`config.mk`:
```
export PLATFORM = sky130hd
export DESIGN_NAME = register_file
export DESIGN_NICKNAME = d
export VERILOG_FILES = /design/src/design/result_pkg.sv /design/src/design/uop_pkg.sv /design/src/design/register_file.sv
export VERILOG_INCLUDE_DIRS = /design/src /design/src/design
export SDC_FILE = /design/constraint.sdc
export NUM_CORES = 2
export LEC_CHECK = 0
export ABC_AREA = 0
export BUFFER_PORTS_ARGS = -buffer_cell sky130_fd_sc_hd__buf_4
export CORE_MARGIN = 5
export CORE_UTILIZATION = 45
export CTS_CLUSTER_DIAMETER = 120
export DETAILED_ROUTE_END_ITERATION = 6
export SLEW_MARGIN = 30
export SYNTH_ARGS = -nofsm -noshare
export SYNTH_HDL_FRONTEND = slang
export SYNTH_SLANG_ARGS = --single-unit
```
`constraint.sdc`:
```
create_clock -name aclk -period 5.08 [get_ports aclk]
set_input_delay 1.016 -clock aclk [delete_from_list [all_inputs] [get_ports aclk]]
set_output_delay 1.016 -clock aclk [all_outputs]
set_load 0.1 [all_outputs]
```
`src/design/core_consts.svh`:
```
`ifndef CORE_CONSTS_SVH
`define CORE_CONSTS_SVH

// data and pc width
`define XLEN 32

// architectural registers, r0 included
`define NUM_REGS 32

// issue queue entries, must stay a power of two
`define QUEUE_DEPTH 8

// byte distance between sequential ops
`define PC_STEP 4

`endif

```
`src/design/result_pkg.sv`:
```
`include "core_consts.svh"

package result_pkg;

    // machine word, also carries pcs and immediates
    typedef logic [`XLEN-1:0] word_t;

    // one bit per register still waiting for its writeback
    typedef logic [`NUM_REGS-1:0] pending_mask_t;

endpackage

```
`src/design/uop_pkg.sv`:
```
`include "core_consts.svh"

package uop_pkg;

    typedef enum logic [3:0] {
        op_add  = 4'd0,
        op_sub  = 4'd1,
        op_and  = 4'd2,
        op_or   = 4'd3,
        op_xor  = 4'd4,
        op_sll  = 4'd5,
        op_srl  = 4'd6,
        op_slt  = 4'd7,
        op_addi = 4'd8,
        op_lui  = 4'd9,
        op_beq  = 4'd10,
        op_bne  = 4'd11,
        op_blt  = 4'd12,
        op_nop  = 4'd13
    } uop_op_t;

    typedef logic [$clog2(`NUM_REGS)-1:0] reg_idx_t;

    // conditional branches, resolved in lane 0 only
    function automatic logic is_branch(input uop_op_t op);
        return op inside {op_beq, op_bne, op_blt};
    endfunction

    function automatic logic writes_rd(input uop_op_t op);
        return !is_branch(op) && (op != op_nop);
    endfunction

endpackage

```
`src/design/register_file.sv`:
```
`timescale 1ns/1ps
`include "core_consts.svh"

module register_file (
    input  logic              aclk,
    input  logic              aresetn,
    input  logic              iss_en0, iss_en1,
    input  uop_pkg::uop_op_t  iss_op0, iss_op1,
    input  uop_pkg::reg_idx_t iss_rd0, iss_rd1,
    input  uop_pkg::reg_idx_t iss_rj0, iss_rj1,
    input  uop_pkg::reg_idx_t iss_rk0, iss_rk1,
    input  result_pkg::word_t iss_imm0, iss_imm1,
    input  result_pkg::word_t iss_pc0, iss_pc1,
    input  logic              wen0, wen1,
    input  uop_pkg::reg_idx_t waddr0, waddr1,
    input  result_pkg::word_t wdata0, wdata1,
    input  logic              flush,
    output logic              rf_en0, rf_en1,
    output uop_pkg::uop_op_t  rf_op0, rf_op1,
    output uop_pkg::reg_idx_t rf_rd0, rf_rd1,
    output result_pkg::word_t rf_imm0, rf_imm1,
    output result_pkg::word_t rf_pc0, rf_pc1,
    output result_pkg::word_t rf_dataj0, rf_datak0,
    output result_pkg::word_t rf_dataj1, rf_datak1
);
    import uop_pkg::*;
    import result_pkg::*;

    word_t regs [`NUM_REGS];

    // same-cycle writes are forwarded, lane 1 is the younger writer
    function automatic word_t read_port(input reg_idx_t idx);
        word_t val;
        if (idx == '0)
            val = '0;
        else if (wen1 && (waddr1 == idx))
            val = wdata1;
        else if (wen0 && (waddr0 == idx))
            val = wdata0;
        else
            val = regs[idx];
        return val;
    endfunction

    // r0 is never written
    always_ff @(posedge aclk) begin
        if (wen0 && (waddr0 != '0))
            regs[waddr0] <= wdata0;
        if (wen1 && (waddr1 != '0))
            regs[waddr1] <= wdata1;
    end

    always_ff @(posedge aclk) begin
        if (!aresetn || flush) begin
            rf_en0 <= 1'b0;
            rf_en1 <= 1'b0;
        end else begin
            rf_en0 <= iss_en0;
            rf_en1 <= iss_en1;
        end
    end

    // operand stage
    always_ff @(posedge aclk) begin
        rf_op0    <= iss_op0;
        rf_rd0    <= iss_rd0;
        rf_imm0   <= iss_imm0;
        rf_pc0    <= iss_pc0;
        rf_dataj0 <= read_port(iss_rj0);
        rf_datak0 <= read_port(iss_rk0);
        rf_op1    <= iss_op1;
        rf_rd1    <= iss_rd1;
        rf_imm1   <= iss_imm1;
        rf_pc1    <= iss_pc1;
        rf_dataj1 <= read_port(iss_rj1);
        rf_datak1 <= read_port(iss_rk1);
    end

endmodule

```
==> impl_metrics.tcl <==
set metrics [dict create \
    tns_ns 0 \
    dp.final_hpwl_um 260000 \
    synth_mux_area_share_pct 33.5 \
    area_growth_pct 15.2 \
    yosys.area_share.simple_pct 4.88 \
    cts_buffer_depth 3 \
    synthTopCellsByArea "edfxtp_1 (37%), mux4_2 (21%), dfxtp_1 (6.6%), mux2_2 (6.4%), mux2i_1 (6.2%)" \
    final_cell_area_um2 95900 \
    ff_latch_area_um2 36300 \
    antenna_found_initial 35 \
    die_y_um 440 \
    yosys_warnings 0 \
    end_kind "flip-flop" \
    layout-drive-gt1-share_pct 36.7 \
    async_flop_share_pct 0 \
    clock.fmax_mhz 280 \
    period_needed_ns 3.58 \
    clkSinkCount 1300 \
    ys.flop_type "edfxtp_1" \
    root_buffer "clkbuf_16" \
    ios 523 \
    dieWidth_um 440 \
    cts.clk_slew.worst_paths_ns 0.06 \
    instances_no_fill 9271 \
    synth_top_family_by_area "multiplexers" \
    ctsHoldBuffers 0 \
    finalWirelength_um 419000 \
    cellPowerDensity_nw_per_um2 320 \
    synthAdderAreaFrac_pct 0 \
    core_area_um2 183000 \
    fin_nets 6889 \
    synth_xor_area_share_pct 0.421 \
    min_period_over_period_pct 70.4 \
    synth-compound-area-share_pct 12.9 \
    fin_skew_ns 0.0413 \
    syn_area_um2 83200 \
    drc_errors 1 \
    netlist_instances 6507 \
    timing.critical_path.buf_inv 2 \
    multiInputGateArea_um2 43900 \
    io_buffers 522 \
    yosysTopAreaCell "edfxtp_1" \
    yosys_register_bits 1300 \
    finalHoldViolCount 0 \
    whs_ns 0.267 \
    cts_resized 0 \
    relSlewSlack_pct 19.1 \
    nFillCells 15592 \
    wire_per_inst_um 45.2 \
    ir_drop_mv 0.283 \
    cellLeakagePower_nw 32.7 \
    cp_slowest_cell "or3_2" \
    grt_pass1_vias 66605 \
    start_kind "input pin" \
    avgSynthCellArea_um2 12.8 \
    track_usage_pct 42.2 \
    synth.top_cell.area_share_pct 37.0 \
    crit_fanout 52 \
    worstHoldPathCells 1 \
    total_power_mw 30.7 \
    finalSetupViolations 0 \
    first_pass_iters 7 \
    worst_pin_slew_ns 1.21 \
    yosysUniqueCellTypes 67 \
    rr_worst_depth 5 \
    synth_edf_count 1024 \
    drtAntennaViolNets 0 \
    critical_path_depth 6 \
    numCtsBuffers 155 \
    vias 71461 \
    clk_latency_ns 0.88 \
    drtIter0Drc 13537 \
    max_stage_delay_ns 0.84 \
    rows 157 \
    crit_chain "clkbuf_8 > or3_2 > nor3_1 > or3b_4 > buf_12 > o221ai_2" \
    path_class "input pin to flip-flop" \
    dp.cells 8943 \
    grt_overflow 0 \
    hold_path_class "input pin to flip-flop" \
    place_area_um2 90500 \
    vias_per_cell 7.71 \
    drv_slew 0 \
    grt_pass1_wl_um 563000 \
    rsz0062_at_grt "no" \
    required_ns 5.77 \
    cap_violations 0 \
    status "finished with violations" \
    seq_area_frac_synth_pct 43.6 \
    cp_top_family "simple AND/OR/NAND/NOR gates" \
    place_congestion 0.991 \
    violations "design-rule violations" \
    cts_tree "built" \
    ff2ff_setup_slack_ns 2.45 \
    crit_arrival_ns 4.27 \
    grt_max_degree 65 \
    cts_max_level 4 \
    dieArea_um2 194000 \
    postCtsSetupRepairBufs 0 \
    initial_core_util_pct 45.4 \
]
## Yosys cell counts (22+ instances only)
library cell     n
edfxtp_1      1024
o21ai_0        638
o22ai_1         94
mux2_2         474
buf_4           34
nand3_1         23
inv_1           32
a221oi_1        52
a2111oi_0       57
a21o_1          51
dfxtp_1        276
a221o_1         61
a211oi_1        82
nor2_1          60
buf_1           93
nor2b_1         22
o221ai_2        59
a22oi_1         64
mux4_2         771
o221ai_1       145
nor4_1          39
a22o_1          95
xnor2_1         28
a21oi_1         67
mux2i_1        515
clkbuf_1       548
buf_2          189
nand2_1        725
## path summary, 6_finish.rpt
| check | startpoint | end |
|---|---|---|
| worst max-delay path | iss_rk1[2] | rf_datak1[22] |
| worst min-delay path | iss_imm0[29] | rf_imm0[29] |
| worst max register to register | regs[29][1] | rf_dataj0[1] |
| worst min register to register | regs[0][31] | rf_dataj1[31] |
## kinds of logic after synthesis
family                 Yosys count
flip-flops                    1300
buffers and inverters          917
XOR/XNOR                        40
AO/OA/AOI/OAI                 1533
multiplexers                  1760
other                            1
AND/OR/NAND/NOR                956
## per-layer routing
layer	global-route usage (%)	vias up	routed length, um
met5	0.781	-	291
met4	34.8	22	44200
met3	17.4	2116	67600
met2	58.5	7780	170000
met1	51.0	35110	137000
li1	-	26433	-
## stage by stage
stage,utilization (%),worst slack [ns]
finish,52.3,1.50
global route,52.2,1.67
CTS,52.1,1.72
detailed placement,49.3,0.852
global placement,49.2,0.463
floorplan,-,0.779
## flip-flops by register name, summed over array words and instances (netlist names), 32 cells and up
signal / count
regs: 1024
rf_dataj0: 32
rf_dataj1: 32
rf_datak0: 32
rf_datak1: 32
rf_imm0: 32
rf_imm1: 32
rf_pc0: 32
rf_pc1: 32
## cell type report
cell class	count	share of cell area [%]
Antenna cell	33	0.0861
Clock inverter	80	0.956
Inverter	35	0.137
Multi-Input combinational cell	4321	45.8
Tap cell	2464	3.21
Sequential cell	1300	37.8
Timing Repair Buffer	829	7.51
Clock buffer	209	4.46
## power breakdown
part	switching [mW]	leakage, nW	internal [mW]
Clock	5.04	2.55	6.62
Sequential	0.482	11.6	11.9
Combinational	4.50	18.6	2.09
Total	10.0	32.7	20.7
## worst register-to-register path, stage by stage (launching register included)
cell and delay (ns):
edfxtp_1 0.48, mux4_2 0.53, a22o_1 0.24, a2111oi_0 0.85
nor4_1 0.12, a221o_1 0.29
## cells in the final DEF, fill, tap and decap left out, drive strengths merged, types with 7 or more instances in the layout
cell        n
nor3       14
o21ai     641
a211oi     82
nand2b      9
a221oi     52
conb       32
buf       825
clkinv     48
clkbuf    213
a21oi      67
inv        53
mux2i     515
o221ai    204
nor2       60
o31ai      16
nor2b      22
a2111oi    57
a2bb2oi     7
and2       14
dfxtp     276
xnor2      28
xor2       12
a22o       95
a21o       51
a221o      61
bufinv     12
a22oi      64
nand3b     10
edfxtp   1024
a31oi       7
mux2      474
o22ai      94
a32oi      18
or3b       10
nor4       42
nand2     725
mux4      771
or3         7
diode      33
nand3      23
Note: power is estimated with default switching activity, not from simulation.
