==> src/design/core_consts.svh <==
`ifndef CORE_CONSTS_SVH
`define CORE_CONSTS_SVH

// data and pc width
`define XLEN 32

// architectural registers, r0 included
`define NUM_REGS 32

// issue queue entries, must stay a power of two
`define QUEUE_DEPTH 8

// byte distance between sequential ops
`define PC_STEP 4

`endif

==> src/design/result_pkg.sv <==
`include "core_consts.svh"

package result_pkg;

    // machine word, also carries pcs and immediates
    typedef logic [`XLEN-1:0] word_t;

    // one bit per register still waiting for its writeback
    typedef logic [`NUM_REGS-1:0] pending_mask_t;

endpackage

==> src/design/uop_pkg.sv <==
`include "core_consts.svh"

package uop_pkg;

    typedef enum logic [3:0] {
        op_add  = 4'd0,
        op_sub  = 4'd1,
        op_and  = 4'd2,
        op_or   = 4'd3,
        op_xor  = 4'd4,
        op_sll  = 4'd5,
        op_srl  = 4'd6,
        op_slt  = 4'd7,
        op_addi = 4'd8,
        op_lui  = 4'd9,
        op_beq  = 4'd10,
        op_bne  = 4'd11,
        op_blt  = 4'd12,
        op_nop  = 4'd13
    } uop_op_t;

    typedef logic [$clog2(`NUM_REGS)-1:0] reg_idx_t;

    // conditional branches, resolved in lane 0 only
    function automatic logic is_branch(input uop_op_t op);
        return op inside {op_beq, op_bne, op_blt};
    endfunction

    function automatic logic writes_rd(input uop_op_t op);
        return !is_branch(op) && (op != op_nop);
    endfunction

endpackage

==> src/design/writeback.sv <==
`timescale 1ns/1ps

module writeback (
    input  logic                      aclk,
    input  logic                      aresetn,
    input  logic                      ex_en0, ex_en1,
    input  uop_pkg::reg_idx_t         ex_rd0, ex_rd1,
    input  result_pkg::word_t         ex_data0, ex_data1,
    input  result_pkg::word_t         ex_pc0, ex_pc1,
    output logic                      wen0, wen1,
    output uop_pkg::reg_idx_t         waddr0, waddr1,
    output result_pkg::word_t         wdata0, wdata1,
    output result_pkg::pending_mask_t release_mask,
    output logic                      wb_valid0, wb_valid1,
    output uop_pkg::reg_idx_t         wb_rd0, wb_rd1,
    output result_pkg::word_t         wb_data0, wb_data1,
    output result_pkg::word_t         wb_pc0, wb_pc1
);

    always_ff @(posedge aclk) begin
        if (!aresetn) begin
            wb_valid0 <= 1'b0;
            wb_valid1 <= 1'b0;
        end else begin
            wb_valid0 <= ex_en0;
            wb_valid1 <= ex_en1;
        end
    end

    always_ff @(posedge aclk) begin
        wb_rd0   <= ex_rd0;
        wb_data0 <= ex_data0;
        wb_pc0   <= ex_pc0;
        wb_rd1   <= ex_rd1;
        wb_data1 <= ex_data1;
        wb_pc1   <= ex_pc1;
    end

    // register file write port follows the retire register
    assign wen0   = wb_valid0;
    assign waddr0 = wb_rd0;
    assign wdata0 = wb_data0;
    assign wen1   = wb_valid1;
    assign waddr1 = wb_rd1;
    assign wdata1 = wb_data1;

    always_comb begin
        release_mask = '0;
        if (wb_valid0)
            release_mask[wb_rd0] = 1'b1;
        if (wb_valid1)
            release_mask[wb_rd1] = 1'b1;
    end

endmodule

==> config.mk <==
export PLATFORM = sky130hd
export DESIGN_NAME = writeback
export DESIGN_NICKNAME = d
export VERILOG_FILES = /design/src/design/result_pkg.sv /design/src/design/uop_pkg.sv /design/src/design/writeback.sv
export VERILOG_INCLUDE_DIRS = /design/src /design/src/design
export SDC_FILE = /design/constraint.sdc
export NUM_CORES = 1
export LEC_CHECK = 0
export ABC_AREA = 1
export ABC_CLOCK_PERIOD_IN_PS = 900
export BUFFER_PORTS_ARGS = -buffer_cell sky130_fd_sc_hd__buf_2
export CELL_PAD_IN_SITES_DETAIL_PLACEMENT = 0
export CELL_PAD_IN_SITES_GLOBAL_PLACEMENT = 1
export CORE_AREA = 2 2 150 152
export CTS_BUF_LIST = sky130_fd_sc_hd__clkbuf_4
export CTS_CLUSTER_DIAMETER = 40
export DETAILED_ROUTE_END_ITERATION = 10
export DIE_AREA = 0 0 152 154
export PLACE_DENSITY_LB_ADDON = 0.05
export SYNTH_ARGS = -nofsm -noshare
export SYNTH_HDL_FRONTEND = slang
export SYNTH_SLANG_ARGS = --single-unit
==> constraint.sdc <==
create_clock -name aclk -period 0.9 [get_ports aclk]
set_input_delay 0.045 -clock aclk [delete_from_list [all_inputs] [get_ports aclk]]
set_output_delay 0.045 -clock aclk [all_outputs]
set_load 0.01 [all_outputs]
==> run_results.csv <==
group,metric,value,unit
place,global_placer_s_final_weighted_congestion,0.790,
drt,detailedRoute.firstPassIterationCount,4,
min_path,hold_depth,2,
critical_path,worstPathRequired,0.85,ns
status,failed_checks,"setup timing",
timing,max_slew.worst_pin.slew,0.269,ns
timing,finalSetupViolations,249,
floorplan,floorplan.die.width,152,um
critical_path,path_cells,"buf_12, nor2_4, buf_12, nand2_1, nand2_1, buf_2",
power,netSwitchingPower,3780,uW
place,place_hpwl,13600,um
critical_path,cp.arrival,1.57,ns
clocking,tritoncts,"yes",
critical_path,cp_slowest_cell,"sky130_fd_sc_hd__dfxtp_4",
floorplan,ioPinCount,390,
layout,area_growth_syn_to_layout,139,%
drt,detail_route.vias_per_cell,3.61,
floorplan,core.rowCount,54,
critical_path,worst-path-buf-inv,3,
global_routing,grt_antenna_before_repair,2,
drt,postRouteAntennaNets,0,
floorplan,die_h,154,um
timing,finalMaxSlewViolations,0,
power,cellLeakagePower,0.00462,uW
floorplan,core_area,0.0217,mm^2
power,ir_worst_vdd,0.000735,V
timing,fmaxAchievable,618,MHz
power,share_seq_of_total_power,0.497,
power,power.switching_fraction,0.275,
power,clkPwrFrac,0.319,
timing,period_utilization_post_route,1.80,
critical_path,timing.setup.critical_path_class,"flop to output pin",
clocking,cts_root_buffer,"sky130_fd_sc_hd__clkbuf_4",
global_routing,grt_pass1_wl,26400,um
yosys,synth.lib_cells_used.distinct,8,
yosys,synth.net_count,504,
yosys,netlist_area,0.00397,mm^2
yosys,synthesis.area_per_instance,11.0,um^2
critical_path,highest_net_fanout_along_the_worst_path,7,
run,maxCapViolations,0,
drt,route.final.wire_length,18000,um
drt,drc,0,
power,comb_power_share,0.184,
critical_path,family_with_the_most_delay_on_the_worst_path,"flip-flops",
min_path,hold_class,"input port to flop",
min_path,min_to,"wb_data1[23]$_DFF_P_",
min_path,worst_hold_startpoint,"ex_data1[23]",
critical_path,end_kind,"output pin",
timing,setup-tns-final,-53.71,ns
yosys,largest_area_contributor_in_the_synthesized_netlist,"sky130_fd_sc_hd__dfxtp_1",
place,placement.io_buffers,389,
timing,final.setup.worst_slack,-0.717,ns
clocking,htree_num_levels,4,
yosys,yosysSeqAreaShare,0.706,
yosys,yosysWarningCount,0,
floorplan,initial_core_util,0.183,
status,outcome,"complete, but fails checks",
clocking,clock_path_buffers,2,
global_routing,grt_usage,0.149,
clocking,cts.clk_slew.worst_paths,0.16,ns
clocking,tritoncts_num_sinks,140,
global_routing,number_of_global_route_vias_before_repair,4720,
power,power_density,1450,mW/mm^2
layout,layout-drive-gt1-share,0.715,
global_routing,grt_remaining_overflow,0,
yosys,synth-seq-cells,140,
timing,fin_crit,1.62,ns
drt,drt_first_iter_violations,64,
drt,wire_per_inst,15.4,um
power,intPower,9980,uW
clocking,tritoncts.num_buffers,17,
critical_path,timing.critical_path.slowest_cell_delay,0.40,ns
timing,grt_setup_unrepaired,"yes",
timing,slew_headroom,0.820,
layout,final_nets,1016,
timing,hold_slack,0.128,ns
critical_path,critical_path.startpoint_type,"flop",
yosys,synth_instances,362,
floorplan,design.die.area,0.0234,mm^2
global_routing,pin_count_of_the_biggest_net_entering_global_routing,17,
yosys,yosys.area.top_type_share,0.706,
yosys,post_synth_main_area_contributors,"sky130_fd_sc_hd__dfxtp_1 (71%), sky130_fd_sc_hd__buf_4 (14%), sky130_fd_sc_hd__nand2_1 (10%)",
drt,route.vias.total,4216,
timing,number_of_hold_slack_violations_in_the_final_timing_report,0,
[cell usage after synthesis]
cell type and count:
sky130_fd_sc_hd__nor2_1 12, sky130_fd_sc_hd__nor2_2 8, sky130_fd_sc_hd__nand2_1 110, sky130_fd_sc_hd__dfxtp_1 140, sky130_fd_sc_hd__inv_2 4, sky130_fd_sc_hd__buf_4 76, sky130_fd_sc_hd__nor2_4 4, sky130_fd_sc_hd__inv_1 8
[worst max path at each step]
stage,cells past startpoint,slack [ns],startpoint,end
after floorplan,4,0.0004,waddr1[4]$_DFF_P_,release_mask[26]
after global placement,5,-0.21,waddr0[1]$_DFF_P_,release_mask[26]
after detailed placement,6,-0.21,waddr0[0]$_DFF_P_,release_mask[26]
after CTS,6,-0.83,waddr1[1]$_DFF_P_,release_mask[24]
after global routing,6,-0.89,waddr1[1]$_DFF_P_,release_mask[1]
final,6,-0.72,waddr0[1]$_DFF_P_,release_mask[1]
[through the flow]
step            util  worst slack, ns  area, um^2  total power [uW]  std cells
4_1_cts        0.423           -0.825        9170             13900       1164
3_3_place_gp   0.276           -0.206        5980              8260        983
2_1_floorplan      -         0.000446        4010              7460        362
6_report       0.437           -0.717        9470             13800       1168
3_5_place_dp   0.276           -0.213        5980              8240        983
5_1_grt        0.437           -0.891        9470             14500       1168
[power by group through the flow]
stage | sequential, uW | clock [uW] | combinational [uW]
2_1_floorplan | 7000 | 0 | 462
6_report | 6830 | 4390 | 2540
5_1_grt | 6880 | 4900 | 2680
3_3_place_gp | 6820 | 0 | 1430
4_1_cts | 6810 | 4610 | 2460
3_5_place_dp | 6830 | 0 | 1420
[cell families after synthesis]
group | after synthesis | synth area share
buf+inv | 88 | 0.155
flops | 140 | 0.706
simple gates | 134 | 0.139
[flip-flops by register name, summed over array words and instances (netlist names)]
register	cells
wb_data0	32
wb_data1	32
wb_pc0	32
wb_pc1	32
waddr0	5
waddr1	5
wb_valid0	1
wb_valid1	1
[cells in the final DEF (no fill, tap or decap)]
cell,count
sky130_fd_sc_hd__diode_2,1
sky130_fd_sc_hd__inv_2,6
sky130_fd_sc_hd__bufinv_16,2
sky130_fd_sc_hd__inv_4,4
sky130_fd_sc_hd__nor2_2,5
sky130_fd_sc_hd__inv_8,4
sky130_fd_sc_hd__clkbuf_4,17
sky130_fd_sc_hd__dfxtp_1,20
sky130_fd_sc_hd__clkinv_4,1
sky130_fd_sc_hd__dfxtp_2,106
sky130_fd_sc_hd__nor2_1,7
sky130_fd_sc_hd__inv_6,5
sky130_fd_sc_hd__buf_2,181
sky130_fd_sc_hd__nand2_2,22
sky130_fd_sc_hd__buf_6,222
sky130_fd_sc_hd__dlygate4sd3_1,142
sky130_fd_sc_hd__inv_1,2
sky130_fd_sc_hd__dfxtp_4,14
sky130_fd_sc_hd__clkinvlp_4,1
sky130_fd_sc_hd__buf_12,5
sky130_fd_sc_hd__nand2_4,6
sky130_fd_sc_hd__nand2_1,82
sky130_fd_sc_hd__buf_4,19
sky130_fd_sc_hd__clkinv_2,2
sky130_fd_sc_hd__nor2_4,12
[layer usage]
metal / share of wire / wire (um) / track usage / vias up
met4: 0.014 / 250 / 0.0476 / 2
met5: 0.00089 / 16 / 0 / -
met1: 0.34 / 6040 / 0.138 / 1970
li1: - / - / - / 2045
met2: 0.59 / 10500 / 0.296 / 182
met3: 0.064 / 1140 / 0.0561 / 17
[area by class of cell]
type | count | area [um^2]
Inverter | 12 | 55.1
Clock buffer | 17 | 128
Multi-Input combinational cell | 134 | 706
Fill cell | 2061 | 12200
Tap cell | 280 | 350
Sequential cell | 140 | 2990
Timing Repair Buffer | 569 | 5070
Antenna cell | 1 | 2.50
Clock inverter | 15 | 175
[what timing repair did]
action                     CTS  global route
setup buffers                8             7
resized for setup          352            84
setup endpoints to repair  248           248
hold buffers               142             0
pin swaps                   16            30
hold endpoints to repair   140             0
Power figures use the tool's default switching activity.
