===== src/design/core_consts.svh =====
`ifndef CORE_CONSTS_SVH
`define CORE_CONSTS_SVH

// data and pc width
`define XLEN 32

// architectural registers, r0 included
`define NUM_REGS 32

// issue queue entries, must stay a power of two
`define QUEUE_DEPTH 8

// byte distance between sequential ops
`define PC_STEP 4

`endif


===== src/design/result_pkg.sv =====
`include "core_consts.svh"

package result_pkg;

    // machine word, also carries pcs and immediates
    typedef logic [`XLEN-1:0] word_t;

    // one bit per register still waiting for its writeback
    typedef logic [`NUM_REGS-1:0] pending_mask_t;

endpackage


===== src/design/uop_pkg.sv =====
`include "core_consts.svh"

package uop_pkg;

    typedef enum logic [3:0] {
        op_add  = 4'd0,
        op_sub  = 4'd1,
        op_and  = 4'd2,
        op_or   = 4'd3,
        op_xor  = 4'd4,
        op_sll  = 4'd5,
        op_srl  = 4'd6,
        op_slt  = 4'd7,
        op_addi = 4'd8,
        op_lui  = 4'd9,
        op_beq  = 4'd10,
        op_bne  = 4'd11,
        op_blt  = 4'd12,
        op_nop  = 4'd13
    } uop_op_t;

    typedef logic [$clog2(`NUM_REGS)-1:0] reg_idx_t;

    // conditional branches, resolved in lane 0 only
    function automatic logic is_branch(input uop_op_t op);
        return op inside {op_beq, op_bne, op_blt};
    endfunction

    function automatic logic writes_rd(input uop_op_t op);
        return !is_branch(op) && (op != op_nop);
    endfunction

endpackage


===== src/design/issue_queue.sv =====
`timescale 1ns/1ps
`include "core_consts.svh"

module issue_queue (
    input  logic                      aclk,
    input  logic                      aresetn,
    input  logic [1:0]                in_num,
    input  uop_pkg::uop_op_t          in_op0,
    input  uop_pkg::uop_op_t          in_op1,
    input  uop_pkg::reg_idx_t         in_rd0, in_rj0, in_rk0,
    input  uop_pkg::reg_idx_t         in_rd1, in_rj1, in_rk1,
    input  result_pkg::word_t         in_imm0, in_imm1,
    input  result_pkg::word_t         in_pc0, in_pc1,
    input  logic                      flush,
    input  result_pkg::pending_mask_t release_mask,
    output logic                      full,
    output logic                      iss_en0, iss_en1,
    output uop_pkg::uop_op_t          iss_op0, iss_op1,
    output uop_pkg::reg_idx_t         iss_rd0, iss_rd1,
    output uop_pkg::reg_idx_t         iss_rj0, iss_rj1,
    output uop_pkg::reg_idx_t         iss_rk0, iss_rk1,
    output result_pkg::word_t         iss_imm0, iss_imm1,
    output result_pkg::word_t         iss_pc0, iss_pc1
);
    import uop_pkg::*;
    import result_pkg::*;

    localparam int DEPTH = `QUEUE_DEPTH;
    localparam int PTR_W = $clog2(DEPTH);
    localparam int CNT_W = $clog2(DEPTH + 1);

    uop_op_t  q_op  [DEPTH];
    reg_idx_t q_rd  [DEPTH];
    reg_idx_t q_rj  [DEPTH];
    reg_idx_t q_rk  [DEPTH];
    word_t    q_imm [DEPTH];
    word_t    q_pc  [DEPTH];

    logic [PTR_W-1:0] head, tail;
    logic [PTR_W-1:0] head_nx, tail_nx;
    logic [CNT_W-1:0] count;
    pending_mask_t    pending;
    pending_mask_t    pend_eff, set_mask;

    logic [1:0] acc_num, iss_num;
    uop_op_t    h0_op, h1_op;
    reg_idx_t   h0_rd, h0_rj, h0_rk;
    reg_idx_t   h1_rd, h1_rj, h1_rk;
    logic       h0_wr, h1_wr, h0_busy, h1_busy;
    logic       can0, can1;

    // keep room for a full pair of incoming ops
    assign full    = count > CNT_W'(DEPTH - 2);
    assign acc_num = (flush || full) ? 2'd0 : (in_num[1] ? 2'd2 : in_num);
    assign head_nx = head + PTR_W'(1);
    assign tail_nx = tail + PTR_W'(1);

    always_comb begin
        h0_op = q_op[head];
        h0_rd = q_rd[head];
        h0_rj = q_rj[head];
        h0_rk = q_rk[head];
        h1_op = q_op[head_nx];
        h1_rd = q_rd[head_nx];
        h1_rj = q_rj[head_nx];
        h1_rk = q_rk[head_nx];

        // writebacks of this cycle already count as done
        pend_eff    = pending & ~release_mask;
        pend_eff[0] = 1'b0;

        h0_wr   = writes_rd(h0_op) && (h0_rd != '0);
        h1_wr   = writes_rd(h1_op) && (h1_rd != '0);
        // rd is checked too so an older release cannot clear a younger mark
        h0_busy = pend_eff[h0_rj] || pend_eff[h0_rk] || (h0_wr && pend_eff[h0_rd]);
        h1_busy = pend_eff[h1_rj] || pend_eff[h1_rk] || (h1_wr && pend_eff[h1_rd]);

        can0 = (count != '0) && !h0_busy;
        can1 = can0 && (count >= CNT_W'(2)) && !h1_busy
            && !is_branch(h0_op) && !is_branch(h1_op)
            && !(h0_wr && ((h1_rj == h0_rd) || (h1_rk == h0_rd)));

        set_mask = '0;
        if (can0 && h0_wr)
            set_mask[h0_rd] = 1'b1;
        if (can1 && h1_wr)
            set_mask[h1_rd] = 1'b1;

        iss_num = {1'b0, can0} + {1'b0, can1};
    end

    always_ff @(posedge aclk) begin
        if (!aresetn || flush) begin
            head    <= '0;
            tail    <= '0;
            count   <= '0;
            pending <= '0;
            iss_en0 <= 1'b0;
            iss_en1 <= 1'b0;
        end else begin
            head    <= head + PTR_W'(iss_num);
            tail    <= tail + PTR_W'(acc_num);
            count   <= count + CNT_W'(acc_num) - CNT_W'(iss_num);
            pending <= pend_eff | set_mask;
            iss_en0 <= can0;
            iss_en1 <= can1;
        end
    end

    // slot 0 is always the older op
    always_ff @(posedge aclk) begin
        if (acc_num != 2'd0) begin
            q_op[tail]  <= in_op0;
            q_rd[tail]  <= in_rd0;
            q_rj[tail]  <= in_rj0;
            q_rk[tail]  <= in_rk0;
            q_imm[tail] <= in_imm0;
            q_pc[tail]  <= in_pc0;
        end
        if (acc_num == 2'd2) begin
            q_op[tail_nx]  <= in_op1;
            q_rd[tail_nx]  <= in_rd1;
            q_rj[tail_nx]  <= in_rj1;
            q_rk[tail_nx]  <= in_rk1;
            q_imm[tail_nx] <= in_imm1;
            q_pc[tail_nx]  <= in_pc1;
        end
    end

    always_ff @(posedge aclk) begin
        iss_op0  <= h0_op;
        iss_rd0  <= h0_rd;
        iss_rj0  <= h0_rj;
        iss_rk0  <= h0_rk;
        iss_imm0 <= q_imm[head];
        iss_pc0  <= q_pc[head];
        iss_op1  <= h1_op;
        iss_rd1  <= h1_rd;
        iss_rj1  <= h1_rj;
        iss_rk1  <= h1_rk;
        iss_imm1 <= q_imm[head_nx];
        iss_pc1  <= q_pc[head_nx];
    end

endmodule


===== config.mk =====
export PLATFORM = sky130hd
export DESIGN_NAME = issue_queue
export DESIGN_NICKNAME = d
export VERILOG_FILES = /design/src/design/result_pkg.sv /design/src/design/uop_pkg.sv /design/src/design/issue_queue.sv
export VERILOG_INCLUDE_DIRS = /design/src /design/src/design
export SDC_FILE = /design/constraint.sdc
export NUM_CORES = 2
export LEC_CHECK = 0
export BUFFER_PORTS_ARGS = -buffer_cell sky130_fd_sc_hd__buf_2
export CORE_MARGIN = 5
export CORE_UTILIZATION = 63
export CTS_BUF_LIST = sky130_fd_sc_hd__clkbuf_2
export CTS_CLUSTER_SIZE = 28
export DETAILED_ROUTE_END_ITERATION = 8
export PLACE_DENSITY_LB_ADDON = 0.25
export SLEW_MARGIN = 10
export SYNTH_ARGS = -nofsm -noshare
export SYNTH_HDL_FRONTEND = slang
export SYNTH_SLANG_ARGS = --single-unit

===== constraint.sdc =====
create_clock -name aclk -period 11.42 [get_ports aclk]
set_input_delay 0.571 -clock aclk [delete_from_list [all_inputs] [get_ports aclk]]
set_output_delay 0.571 -clock aclk [all_outputs]
set_load 0.02 [all_outputs]

==> results.txt <==
----------------------------------------------------
[Setup path]
  Start-to-end type of the worst setup path ... flop to flop
  Arrival time of the worst setup path ... 8.60 ns
  Worst-path maximum fanout ... 53
  Critical Path Source Type ... flop
  Required arrival time at the worst endpoint ... 12.72 ns
  Category of the worst setup path capture point ... flop

[Synthesis]
  Cells after Synth ... 2,974
  Post-synthesis share of cell area spent on and, or, nand and nor gates ... 4.70%
  Multiplexer share of the synthesized area ... 36.9%
  Synthesized netlist net count ... 3,192
  Post-synthesis compound-gate area fraction ... 2.73%
  Share of flip-flops with an asynchronous set or reset ... 0%
  Synth Area in Adders ... 0.475%
  Post-synthesis instance area ... 45,800 um^2
  Flop and latch count out of synthesis ... 873
  Count of flip-flops with a built-in enable after synthesis ... about 660
  Leading register cell type out of synthesis ... sky130_fd_sc_hd__edfxtp_1
  Syn. warnings ... 0
  Part of the Yosys area used for sequential elements ... around 53%
  Dominant combinational cell family by area after synthesis ... multiplexers
  Xor-xnor portion of the synthesized cell area ... less than 1%
  Avg Cell Area, Syn ... about 15 um^2
  Number of unique standard cell types used by synthesis ... between 60 and 70

[GRT]
  GRT Residual Overflow ... 0
  Met3 track utilization from global routing ... about 9.6%
  Tot GR Track Use ... a little over a third
  Antenna violations before repair ... 26
  Largest net degree at the start of global routing ... 121
  First-pass GRT wire length ... 216 mm
  GR Layer Usage met2 ... 60.2%
  Vias in the first global route ... 35,800
  GR Layer Usage met1 ... 44.7%
  Busiest layer in global routing ... met2

[Pwr]
  Fraction of power spent switching nets ... 36.2%
  Leakage power total ... between 0.015 and 0.02 uW
  Net load switching power ... 3490 uW
  Maximum ir drop on the vdd rail ... between 0.00015 and 0.0002 V
  Final Power ... 9660 uW
  Share of total power in the clock network ... between 20% and 30%
  Power share of the combinational group ... 35.4%
  Power density relative to cell area ... 174 nW/um^2
  Seq pwr share ... 41.8%
  Internal Power ... 6160 uW

[Timing]
  Clock skew after layout ... 0.115 ns
  Max-slew headroom ... 22.5%
  Worst Tran Pin Value ... 1.16 ns
  Final setup TNS ... 0 ns
  Final period demand of the worst path ... 7.31 ns
  Hold Violations, Final ... 0
  Period utilisation layout ... a little under two thirds
  Max-slew violation total from the final report ... 0
  Unrepaired setup endpoints after global routing ... false
  Setup Viol. Count Final ... 0
  Peak clock frequency supported by timing ... 0.137 GHz

[Die]
  Floorplan die height ... 280 um
  Starting density of the core ... 63.8%
  CORE AREA ... 71,900 um^2
  Overall die width ... 280 um
  Total die area ... 78,200 um^2
  Core Rows ... 98
  I/O Pins ... roughly 370

[Finish]
  Most common library cell in the layout ignoring fill and taps ... sky130_fd_sc_hd__mux2_2
  Area growth from synthesis to layout ... 20.8%
  Proportion of layout cells with a drive suffix above 1 ... 46.8%
  Net count reported at finish ... ~4,100
  FILL cells ... 4,185
  Fin cells ... 5,030
  Utilization after layout ... 77.0%
  Commonest cells after routing, fill and taps aside ... sky130_fd_sc_hd__mux2_2 (755), sky130_fd_sc_hd__edfxtp_1 (664), sky130_fd_sc_hd__dlygate4sd3_1 (460)

[Clocking]
  TritonCTS buffer count ... 213
  H-tree depth reported by CTS ... 4
  Buffer depth of the longest clock path ... 3
  CTS tree ... done
  Total of cells resized after clock tree synthesis ... 0
  Root buffer cell ... sky130_fd_sc_hd__clkbuf_2
  Clock transition at the registers of the reported paths ... 0.11 ns
  Clock latency at the later pin of the worst-skew pair ... 1.50 ns
  # clock sinks ... 873

[Route]
  Number of antenna-violating nets in the routed design ... 0
  Number of remaining DRC errors ... 0
  Detailed-route via count ... 33,500
  Via-per-instance ratio ... between 6 and 7
  Drt first pass iters ... 7
  Final wirelength ... 145 mm
  First-iteration detailed-routing DRC count ... 3,653
  Detail-routed net length per standard cell ... 28.7 um

[Placed design]
  HPWL after detailed placement ... 79.2 mm
  Placed cells ... between 4,000 and 5,000
  Count of input and output buffers ... 370
  Weighted congestion reported at the end of routability-driven placement ... slightly above 1

[Flow run]
  Max-capacitance violation count ... 0

[Min path]
  Type of the most critical hold path ... primary input to flop

[Run status]
  Result of the run ... finished clean

----------------------------------------------------
cell families after synthesis:
logic type | count (synthesis)
muxes | 1185
DFF | 873
and+or+nand+nor | 470
buffers and inverters | 244
AOI/OAI and AO/OA | 168
xor gates and xnor gates | 19
adders and majority gates | 15
area by class of cell:
class                      count  area, um^2  share of cell area [%]
antenna                       21        52.6                  0.0950
clock buffer                 341        1710                    3.08
clock inverter                66         370                   0.669
inverter                      39         146                   0.265
multi-input combinational   1857       20900                    37.7
sequential                   873       24100                    43.6
tap                          950        1190                    2.15
timing repair buffer         883        6870                    12.4
timing repair:
item	CTS	global route
hold buffers	460	0
setup buffers	0	0
hold endpoints to repair	707	0
Yosys cell counts (25+ instances only):
cell,number,share of area [%]
sky130_fd_sc_hd__buf_1,39,0.32
sky130_fd_sc_hd__clkbuf_1,130,1.1
sky130_fd_sc_hd__dfxtp_1,209,9.1
sky130_fd_sc_hd__edfxtp_1,664,44
sky130_fd_sc_hd__inv_1,36,0.29
sky130_fd_sc_hd__mux2_2,755,19
sky130_fd_sc_hd__mux2i_1,104,2.3
sky130_fd_sc_hd__mux4_2,324,16
sky130_fd_sc_hd__nand2_1,260,2.1
sky130_fd_sc_hd__nand2b_1,40,0.55
sky130_fd_sc_hd__nor2_1,50,0.41
sky130_fd_sc_hd__nor2b_1,26,0.36
sky130_fd_sc_hd__nor3_1,25,0.27
sky130_fd_sc_hd__o221ai_1,31,0.59
worst max-delay path, cell delays in order (launching register included):
cell and delay, ns:
sky130_fd_sc_hd__dfxtp_4 0.98, sky130_fd_sc_hd__buf_4 0.73, sky130_fd_sc_hd__nor2b_1 0.14, sky130_fd_sc_hd__a22oi_1 0.59, sky130_fd_sc_hd__nand2_1 0.52, sky130_fd_sc_hd__inv_1 0.57, sky130_fd_sc_hd__mux2_2 0.40, sky130_fd_sc_hd__a221oi_1 0.29
sky130_fd_sc_hd__o221ai_1 0.19, sky130_fd_sc_hd__o31ai_1 0.48, sky130_fd_sc_hd__nor2_1 0.32, sky130_fd_sc_hd__and2_1 0.24, sky130_fd_sc_hd__ha_1 0.23, sky130_fd_sc_hd__fa_1 0.57, sky130_fd_sc_hd__inv_1 0.07, sky130_fd_sc_hd__ha_1 0.28
sky130_fd_sc_hd__a21o_1 0.17, sky130_fd_sc_hd__a21oi_1 0.17, sky130_fd_sc_hd__xnor2_1 0.14, sky130_fd_sc_hd__nor2_1 0.05
metrics by stage:
step,instance area [um^2],hold WS [ns],setup WS [ns]
after floorplan,45800,0.562,3.14
after global placement,48600,0.600,4.30
after detailed placement,48600,0.590,4.27
after CTS,55300,0.00176,4.24
after global routing,55300,0.0389,3.78
final,55300,0.104,4.11
final timing paths:
path	to	from	slack, ns	cells past startpoint
worst max register to register	count[3]$_SDFF_PP0_	head[0]$_SDFF_PP0_	4.11	19
worst min register to register	count[0]$_SDFF_PP0_	count[0]$_SDFF_PP0_	0.61	2
worst min-delay path	q_imm[3][22]$_DFFE_PP_	in_imm0[22]	0.10	3
worst max-delay path	count[3]$_SDFF_PP0_	head[0]$_SDFF_PP0_	4.11	19
layer usage:
| metal | up-vias | routed length, um |
|---|---|---|
| li1 | 13900 | - |
| met1 | 16700 | 50900 |
| met2 | 2336 | 71200 |
| met3 | 585 | 15000 |
| met4 | 14 | 7300 |
| met5 | - | 92 |
sequential cells by signal, indices dropped and copies added, names as in the netlist, 40 cells and up:
signal,flops
q_imm,256
q_pc,256
q_rj,40
q_rd,40
q_rk,40
power by group through the flow:
| stage | Sequential (uW) | Combinational, uW | Clock [uW] |
|---|---|---|---|
| 6_report | 4030 | 3420 | 2200 |
| 5_1_grt | 4060 | 3620 | 2400 |
| 4_1_cts | 4020 | 3370 | 2200 |
| 3_5_place_dp | 4090 | 3230 | 0 |
| 3_3_place_gp | 4080 | 3170 | 0 |
| 2_1_floorplan | 4350 | 2000 | 0 |
(Power assumes the default switching activity.)
