--- src/design/core_consts.svh ---
`ifndef CORE_CONSTS_SVH
`define CORE_CONSTS_SVH

// data and pc width
`define XLEN 32

// architectural registers, r0 included
`define NUM_REGS 32

// issue queue entries, must stay a power of two
`define QUEUE_DEPTH 8

// byte distance between sequential ops
`define PC_STEP 4

`endif

--- src/design/result_pkg.sv ---
`include "core_consts.svh"

package result_pkg;

    // machine word, also carries pcs and immediates
    typedef logic [`XLEN-1:0] word_t;

    // one bit per register still waiting for its writeback
    typedef logic [`NUM_REGS-1:0] pending_mask_t;

endpackage

--- src/design/uop_pkg.sv ---
`include "core_consts.svh"

package uop_pkg;

    typedef enum logic [3:0] {
        op_add  = 4'd0,
        op_sub  = 4'd1,
        op_and  = 4'd2,
        op_or   = 4'd3,
        op_xor  = 4'd4,
        op_sll  = 4'd5,
        op_srl  = 4'd6,
        op_slt  = 4'd7,
        op_addi = 4'd8,
        op_lui  = 4'd9,
        op_beq  = 4'd10,
        op_bne  = 4'd11,
        op_blt  = 4'd12,
        op_nop  = 4'd13
    } uop_op_t;

    typedef logic [$clog2(`NUM_REGS)-1:0] reg_idx_t;

    // conditional branches, resolved in lane 0 only
    function automatic logic is_branch(input uop_op_t op);
        return op inside {op_beq, op_bne, op_blt};
    endfunction

    function automatic logic writes_rd(input uop_op_t op);
        return !is_branch(op) && (op != op_nop);
    endfunction

endpackage

--- src/design/alu_exe.sv ---
`timescale 1ns/1ps
`include "core_consts.svh"

module alu_exe (
    input  logic              aclk,
    input  logic              aresetn,
    input  logic              rf_en0, rf_en1,
    input  uop_pkg::uop_op_t  rf_op0, rf_op1,
    input  uop_pkg::reg_idx_t rf_rd0, rf_rd1,
    input  result_pkg::word_t rf_imm0, rf_imm1,
    input  result_pkg::word_t rf_pc0, rf_pc1,
    input  result_pkg::word_t rf_dataj0, rf_datak0,
    input  result_pkg::word_t rf_dataj1, rf_datak1,
    output logic              ex_en0, ex_en1,
    output uop_pkg::reg_idx_t ex_rd0, ex_rd1,
    output result_pkg::word_t ex_data0, ex_data1,
    output result_pkg::word_t ex_pc0, ex_pc1,
    output logic              redirect,
    output result_pkg::word_t redirect_pc
);
    import uop_pkg::*;
    import result_pkg::*;

    localparam int SH_W = $clog2(`XLEN);

    function automatic word_t alu(input uop_op_t op, input word_t a, input word_t b,
                                  input word_t imm);
        word_t res;
        case (op)
            op_add:  res = a + b;
            op_sub:  res = a - b;
            op_and:  res = a & b;
            op_or:   res = a | b;
            op_xor:  res = a ^ b;
            op_sll:  res = a << b[SH_W-1:0];
            op_srl:  res = a >> b[SH_W-1:0];
            op_slt:  res = word_t'($signed(a) < $signed(b));
            op_addi: res = a + imm;
            op_lui:  res = imm;
            default: res = '0;
        endcase
        return res;
    endfunction

    logic br_cond;
    logic br_taken;

    always_comb begin
        case (rf_op0)
            op_beq:  br_cond = (rf_dataj0 == rf_datak0);
            op_bne:  br_cond = (rf_dataj0 != rf_datak0);
            op_blt:  br_cond = ($signed(rf_dataj0) < $signed(rf_datak0));
            default: br_cond = 1'b0;
        endcase
    end

    assign br_taken = rf_en0 && br_cond;

    always_ff @(posedge aclk) begin
        if (!aresetn) begin
            ex_en0   <= 1'b0;
            ex_en1   <= 1'b0;
            redirect <= 1'b0;
        end else if (redirect) begin
            // operand stage holds ops younger than the taken branch
            ex_en0   <= 1'b0;
            ex_en1   <= 1'b0;
            redirect <= 1'b0;
        end else begin
            ex_en0   <= rf_en0 && writes_rd(rf_op0) && (rf_rd0 != '0);
            ex_en1   <= rf_en1 && !br_taken && writes_rd(rf_op1) && (rf_rd1 != '0);
            redirect <= br_taken;
        end
    end

    always_ff @(posedge aclk) begin
        ex_rd0   <= rf_rd0;
        ex_data0 <= alu(rf_op0, rf_dataj0, rf_datak0, rf_imm0);
        ex_pc0   <= rf_pc0;
        ex_rd1   <= rf_rd1;
        ex_data1 <= alu(rf_op1, rf_dataj1, rf_datak1, rf_imm1);
        ex_pc1   <= rf_pc1;
        // target is pc relative
        if (br_taken)
            redirect_pc <= rf_pc0 + rf_imm0;
    end

endmodule

--- config.mk ---
export PLATFORM = sky130hd
export DESIGN_NAME = alu_exe
export DESIGN_NICKNAME = d
export VERILOG_FILES = /design/src/design/result_pkg.sv /design/src/design/uop_pkg.sv /design/src/design/alu_exe.sv
export VERILOG_INCLUDE_DIRS = /design/src /design/src/design
export SDC_FILE = /design/constraint.sdc
export NUM_CORES = 1
export LEC_CHECK = 0
export ABC_AREA = 1
export BUFFER_PORTS_ARGS = -buffer_cell sky130_fd_sc_hd__buf_2
export CAP_MARGIN = 15
export CORE_MARGIN = 8
export CORE_UTILIZATION = 30
export DETAILED_ROUTE_END_ITERATION = 6
export HOLD_SLACK_MARGIN = 0.05
export MAX_ROUTING_LAYER = met4
export SYNTH_ARGS = -nofsm -noshare
export SYNTH_HDL_FRONTEND = slang
export SYNTH_SLANG_ARGS = --single-unit
--- constraint.sdc ---
create_clock -name aclk -period 4.6 [get_ports aclk]
set_input_delay 0.92 -clock aclk [delete_from_list [all_inputs] [get_ports aclk]]
set_output_delay 0.92 -clock aclk [all_outputs]
set_load 0.005 [all_outputs]
==> qor.csv, run 1 <==
stage,metric,value,unit
outcome,outcome,"finished, final reports clean",
worst_hold_path,Hold Crit Class,in -> reg,
setup_path,critical path launch point type,input port,
pwr,P_leak,0.0150,µW
floorplanning,core area,83800,µm²
placement,dpl cells,5808,
floorplanning,Starting Density,30.3,%
grt,initial antenna violation count,21,
detailed_routing,WL per Instance,24.5,µm
flow_run,MaxCap Viol Count,0,
timing,worst-margin pin slew,1.14,ns
grt,first-pass GRT wire length,203000,µm
placement,Port Buffers,450,
clock_tree,TritonCTS buffer count,17,
yosys,Yosys top cell by area,nand2_1,
clock_tree,CTS resizes,0,
yosys,synth top area cells,"nand2_1 (16%), ha_1 (15%), dfxtp_1 (11%)",
detailed_routing,final WL,143000,µm
yosys,Async SR Flop Fraction,0,%
floorplanning,FP Rows,106,
setup_path,CP Max Fanout,18,
detailed_routing,vias per cell,5.49,
timing,unrepaired setup endpoints after global routing,false,
placement,RePlAce Congestion,1.07,
setup_path,crit end category,flop,
timing,Peak Freq,275,MHz
clock_tree,Post CTS Setup Buffer Count,0,
detailed_routing,DR pass1 iterations,6,
clock_tree,TritonCTS clock tree,done,
placement,hpwl dp,121000,µm
detailed_routing,DRT antenna net count,0,
grt,Total GRT Usage,29.8,%
grt,pin count of the biggest net entering global routing,81,
yosys,syn nets,4891,
yosys,"Seq/Total Area, Yosys",14.9,%
yosys,post-synth top area share,16.2,%
finish,share of cells above drive strength 1,13.5,%
timing,Fin Setup TNS,0,ns
finish,area grow syn2layout,16.1,%
worst_hold_path,hold path depth,1,
yosys,Netlist cell types,64,
yosys,Syn Inst Count,4309,
clock_tree,hold_buf cts,0,
yosys,syn_area_per_cell,5.90,µm²
grt,vias in the first global route,29700,
pwr,PwrDens,222,nW/µm²
timing,endpoints failing setup,0,
timing,Fin. Hold Viols,0,
detailed_routing,vias,32200,
yosys,Post-Syn Area,25400,µm²
pwr,worst ir drop on vdd,0.000329,V
timing,fin crit share,79.0,%
floorplanning,Die Ht,307,µm
finish,Nets,5275,
setup_path,Worst EP required,4.94,ns
setup_path,Worst EP arrival,3.97,ns
floorplanning,Die X-Extent,307,µm
yosys,"count leader, synth",nand2_1,
timing,"Min Clock Period, post-route",3.63,ns
clock_tree,Root Buffer,clkbuf_16,
clock_tree,Worst-Skew Late Latency,0.53,ns
detailed_routing,drt initial violations,4115,
timing,Setup Skew,0.00216,ns
floorplanning,die area,94300,µm²
timing,Worst slew margin,23.1,%
clock_tree,CTS Buffer Depth,2,
yosys,Commonest cells post-synth,"nand2_1 (1094), inv_1 (487), nor2_1 (430)",
clock_tree,"Clk pin slew, worst setup/hold paths",0.09,ns
finish,Final Instance Count excl. Fillers,5858,
yosys,number of synthesized flops with an enable pin,32,
floorplanning,Boundary Pins,451,
timing,Pins Over Slew Limit,0,
clock_tree,clk sink count,173,
pwr,total power,6560,µW
setup_path,crit path kind,in -> reg,
finish,fill count,9556,
yosys,Synth Flop Type,dfxtp_1,
detailed_routing,Remaining DRCs,0,
grt,Overflow after GRT,0,
yosys,"flops & latches, synth",173,
clock_tree,htree depth,4,
yosys,Syn. warnings,0,
setup_path,r2r worst-path depth,3,
worst max-delay path: stages:
cell and delay [ns]:
buf_2 0.16, nor2_2 0.22, nand2_2 0.36, nor2_1 0.19, a21oi_1 0.06, ha_1 0.24
fa_1 0.44, nand2_1 0.10, nand3_1 0.11, nand2_1 0.12, xor2_1 0.16, nor2_1 0.09
nor4_1 0.46, o2111ai_1 0.31
metrics by stage:
step	util (%)	setup WS [ns]	instance area, µm²	hold slack, ns
after floorplan	-	0.816	25400	0.505
after global placement	34.4	0.487	28800	0.714
after detailed placement	34.4	0.528	28800	0.694
after CTS	35.1	1.10	29500	0.436
after global routing	35.2	0.801	29500	0.459
final	35.2	0.968	29500	0.482
per-layer routing:
metal / GRT usage [%] / vias up / wire length, µm / share of wire, %
met2: 43.0 / 1776 / 60400 / 42
met3: 6.89 / 188 / 15400 / 11
met5: - / - / 0 / 0
li1: - / 15200 / - / -
met1: 40.3 / 15000 / 62600 / 44
met4: 10.5 / 0 / 5050 / 3.5
placed cells by master (no fill, tap or decap), types with 6 or more instances in the layout:
cell type / n
a21oi_1: 306
a211oi_1: 17
nand2_2: 6
buf_2: 450
nand3_1: 415
o21ai_1: 85
nor3_1: 53
or2_2: 17
ha_1: 299
diode_2: 18
inv_2: 25
a221oi_1: 12
dfxtp_1: 141
mux2i_1: 11
o21ai_2: 16
clkbuf_16: 17
nand4_1: 45
o21bai_1: 24
nor2_1: 430
o2111ai_1: 15
or2_1: 7
o21a_1: 32
buf_4: 66
o21ai_0: 348
xnor2_1: 11
xor2_1: 26
a21o_1: 18
nand3b_1: 16
o211ai_1: 76
edfxtp_1: 32
o22ai_1: 20
a31oi_1: 6
nand2_1: 1094
nor2_2: 7
inv_1: 485
power breakdown:
part / switching (µW) / internal (µW) / total, µW / leakage (µW)
combinational: 2180 / 957 / 3140 / 0.0132
sequential: 58.1 / 1680 / 1740 / 0.00147
clock: 880 / 803 / 1680 / 0.000303
total: 3120 / 3440 / 6560 / 0.0150
registers in the layout, summed over array words and instances, names as in the netlist:
signal	cells
ex_en0	1
ex_pc1	32
ex_en1	1
ex_data0	32
redirect_pc	32
redirect	1
ex_rd0	5
ex_pc0	32
ex_rd1	5
ex_data1	32
area by class of cell:
class,count,area [µm²],area share [%]
diodes,18,45.0,0.153
well taps,1134,1420,4.81
multi-input cells,3466,18900,64.0
flip-flops and latches,173,3780,12.8
clock buffers,18,439,1.49
repair buffers,519,2810,9.52
inverters,516,1940,6.57
clock inverters,14,190,0.645
final timing paths:
kind	slack, ns	endpoint	start
worst max-delay path	0.97	ex_data0[4]	rf_op0[1]
worst min-delay path	0.48	ex_pc1[29]	rf_pc1[29]
worst max register to register	2.72	ex_en1	redirect
worst min register to register	0.76	redirect	redirect
cells by family (layout without fill, tap and decap cells):
kind of cell	count (synthesis)	count (layout)	share of synthesized area [%]
AND/OR/NAND/NOR	2115	2115	35.0
flip-flops	173	173	14.9
buffers and inverters	670	1067	10.8
AO/OA/AOI/OAI	998	998	22.4
XOR/XNOR	37	37	1.27
other	0	18	0
adder cells (fa/ha/maj)	304	304	15.1
multiplexers	12	12	0.522
Power figures use the tool's default switching activity.
==> inputs of run 2 (changes only) <==
clock period = 3.8 ns   (was 4.6 ns; I/O delays follow)
==> run 2 against run 1 <==
Compared with the run above: critical path depth unchanged; register-to-register slack got worse by 0.37 ns; largest power group unchanged; flip-flop and latch count is the same; critical endpoint is now redirect_pc[10]; sequential share of layout area fell by 0.38 points; largest cell class unchanged; global-route usage grew 1.9 points; highest routed layer unchanged; wire length is 6.4% higher; non-clock buffer count increased by 123.
==> qor.csv, run 2 (same netlist as run 1, synthesis figures left out) <==
stage,metric,value,unit,change
outcome,outcome,"finished, final reports clean",,
detailed_routing,drt initial violations,3796,,-7.8%
timing,Pins Over Slew Limit,0,,unchanged
setup_path,"Critical Path, Cell by Cell",buf_2 -> inv_1 -> ha_1 -> nor2_2 -> inv_1 -> nor2_1 -> nand2_1 -> nor4_1 -> buf_4 -> o21ai_0 -> nand2_1 -> nand2_1 -> inv_1 -> buf_12,,
timing,"Min Clock Period, post-route",3.46,ns,
finish,Nets,5398,,+2.3%
pwr,worst ir drop on vdd,0.000406,V,+23%
finish,"commonest non-fill, non-tap cells in the layout","nand2_1 (1094), inv_1 (485), buf_2 (450), nor2_1 (430), nand3_1 (415)",,
detailed_routing,vias,32600,,+1.4%
finish,Final Instance Count excl. Fillers,5974,,+2.0%
timing,endpoints failing setup,0,,unchanged
floorplanning,FP Rows,106,,unchanged
setup_path,crit path kind,in -> reg,,
setup_path,r2r worst-path depth,5,,+2
pwr,P_leak,0.0155,µW,+3.9%
flow_run,MaxCap Viol Count,0,,unchanged
floorplanning,Boundary Pins,451,,unchanged
timing,unrepaired setup endpoints after global routing,false,,
timing,fin crit share,91.1,%,
setup_path,critical path launch point type,input port,,
grt,pin count of the biggest net entering global routing,81,,unchanged
setup_path,CP Max Fanout,32,,+14
timing,WHS,0.324,ns,-0.157 ns
grt,first-pass GRT wire length,213000,µm,+5.0%
floorplanning,Starting Density,30.3,%,unchanged
clock_tree,Post CTS Setup Buffer Count,0,,unchanged
timing,Setup Skew,0.00117,ns,-0.000988 ns
clock_tree,TritonCTS clock tree,done,,
placement,Port Buffers,450,,unchanged
setup_path,Max stage delay on crit path,0.66,ns,+0.20 ns
setup_path,crit end category,flop,,
clock_tree,Worst-Skew Late Latency,0.54,ns,about the same
detailed_routing,final WL,153000,µm,+6.4%
placement,hpwl dp,129000,µm,+7.0%
finish,"most common cell after layout, fill and taps aside",nand2_1,,
detailed_routing,vias per cell,5.46,,-0.55%
clock_tree,hold_buf cts,0,,unchanged
setup_path,CP startpoint,rf_dataj0[7],,
worst_hold_path,hold path depth,1,,unchanged
setup_path,Worst EP required,4.03,ns,-0.91 ns
grt,vias in the first global route,30500,,+2.6%
timing,Fin Setup TNS,0,ns,unchanged
setup_path,CP endpoint,redirect_pc[10],,
clock_tree,Root Buffer,clkbuf_16,,
pwr,PwrDens,265,nW/µm²,+19%
setup_path,reg2reg setup slack,2.35,ns,-0.37 ns
grt,Overflow after GRT,0,,unchanged
floorplanning,core area,83800,µm²,unchanged
timing,Peak Freq,289,MHz,
clock_tree,clk sink count,173,,unchanged
detailed_routing,Remaining DRCs,0,,unchanged
grt,Total GRT Usage,31.6,%,+1.9 points
floorplanning,Die Ht,307,µm,unchanged
placement,Place WS,0.00199,ns,-0.526 ns
clock_tree,htree depth,4,,unchanged
placement,RePlAce Congestion,1.13,,+5.9%
floorplanning,die area,94300,µm²,unchanged
finish,FF+latch area,3780,µm²,unchanged
timing,final worst slack,0.337,ns,-0.631 ns
finish,area grow syn2layout,19.6,%,
finish,area occupied by multi-input gates,18900,µm²,unchanged
timing,Fin. Hold Viols,0,,unchanged
clock_tree,"Clk pin slew, worst setup/hold paths",0.09,ns,about the same
setup_path,R2R Path Start,redirect,,
placement,dpl cells,5931,,+2.1%
floorplanning,Die X-Extent,307,µm,unchanged
grt,initial antenna violation count,19,,-9.5%
worst_hold_path,Hold Crit Class,in -> reg,,
detailed_routing,DRT antenna net count,0,,unchanged
setup_path,Worst EP arrival,3.69,ns,-0.28 ns
clock_tree,CTS resizes,0,,unchanged
detailed_routing,WL per Instance,25.5,µm,+4.3%
detailed_routing,DR pass1 iterations,6,,unchanged
setup_path,Crit-path slowest cell,nor4_1,,
clock_tree,TritonCTS buffer count,17,,unchanged
timing,worst-margin pin slew,1.01,ns,-0.136 ns
timing,Worst slew margin,32.3,%,+9.1 points
clock_tree,CTS Buffer Depth,2,,unchanged
finish,fill count,9611,,+0.58%
setup_path,reg2reg end,ex_en0,,
finish,share of cells above drive strength 1,15.7,%,+2.2 points
-- run 2: per-layer routing --
| layer | global-route usage [%] | wire length [µm] |
|---|---|---|
| met1 | 39.1 | 61900 |
| met2 | 49.5 | 68000 |
| met3 | 6.20 | 14400 |
| met4 | 15.1 | 8260 |
| met5 | - | 0 |
-- run 2: how the worst min path moves through the flow --
stage,from,end
after floorplan,redirect,redirect
after global placement,redirect,redirect
after detailed placement,redirect,redirect
after CTS,rf_pc1[29],ex_pc1[29]
after global routing,rf_pc1[29],ex_pc1[29]
final,rf_pc1[29],ex_pc1[29]
-- run 2: area by class of cell --
class	instances	area share [%]
flip-flops and latches	173	12.4
well taps	1134	4.67
inverters	516	6.38
clock buffers	18	1.41
diodes	11	0.0905
clock inverters	14	0.453
multi-input cells	3466	62.1
repair buffers	642	12.4
-- run 2: power breakdown --
part / internal [µW] / total [µW] / switching, µW
logic: 1270 / 4010 / 2740
clock network: 875 / 1940 / 1070
registers: 2040 / 2110 / 73.3
-- run 2: worst max-delay path, delay by kind of cell --
kind,cells,cell delay (ns)
simple gates,6,1.45
buf+inv,6,1.00
fa+ha+maj,1,0.37
compound gates,1,0.06
-- run 2: stage by stage --
| step | total power, µW | cell area [µm²] | utilization [%] |
|---|---|---|---|
| finish | 8060 | 30400 | 36.3 |
| global route | 8480 | 30400 | 36.3 |
| CTS | 7990 | 30400 | 36.2 |
| detailed placement | 6030 | 29800 | 35.6 |
| global placement | 6070 | 29800 | 35.6 |
| floorplan | 4300 | 25400 | - |
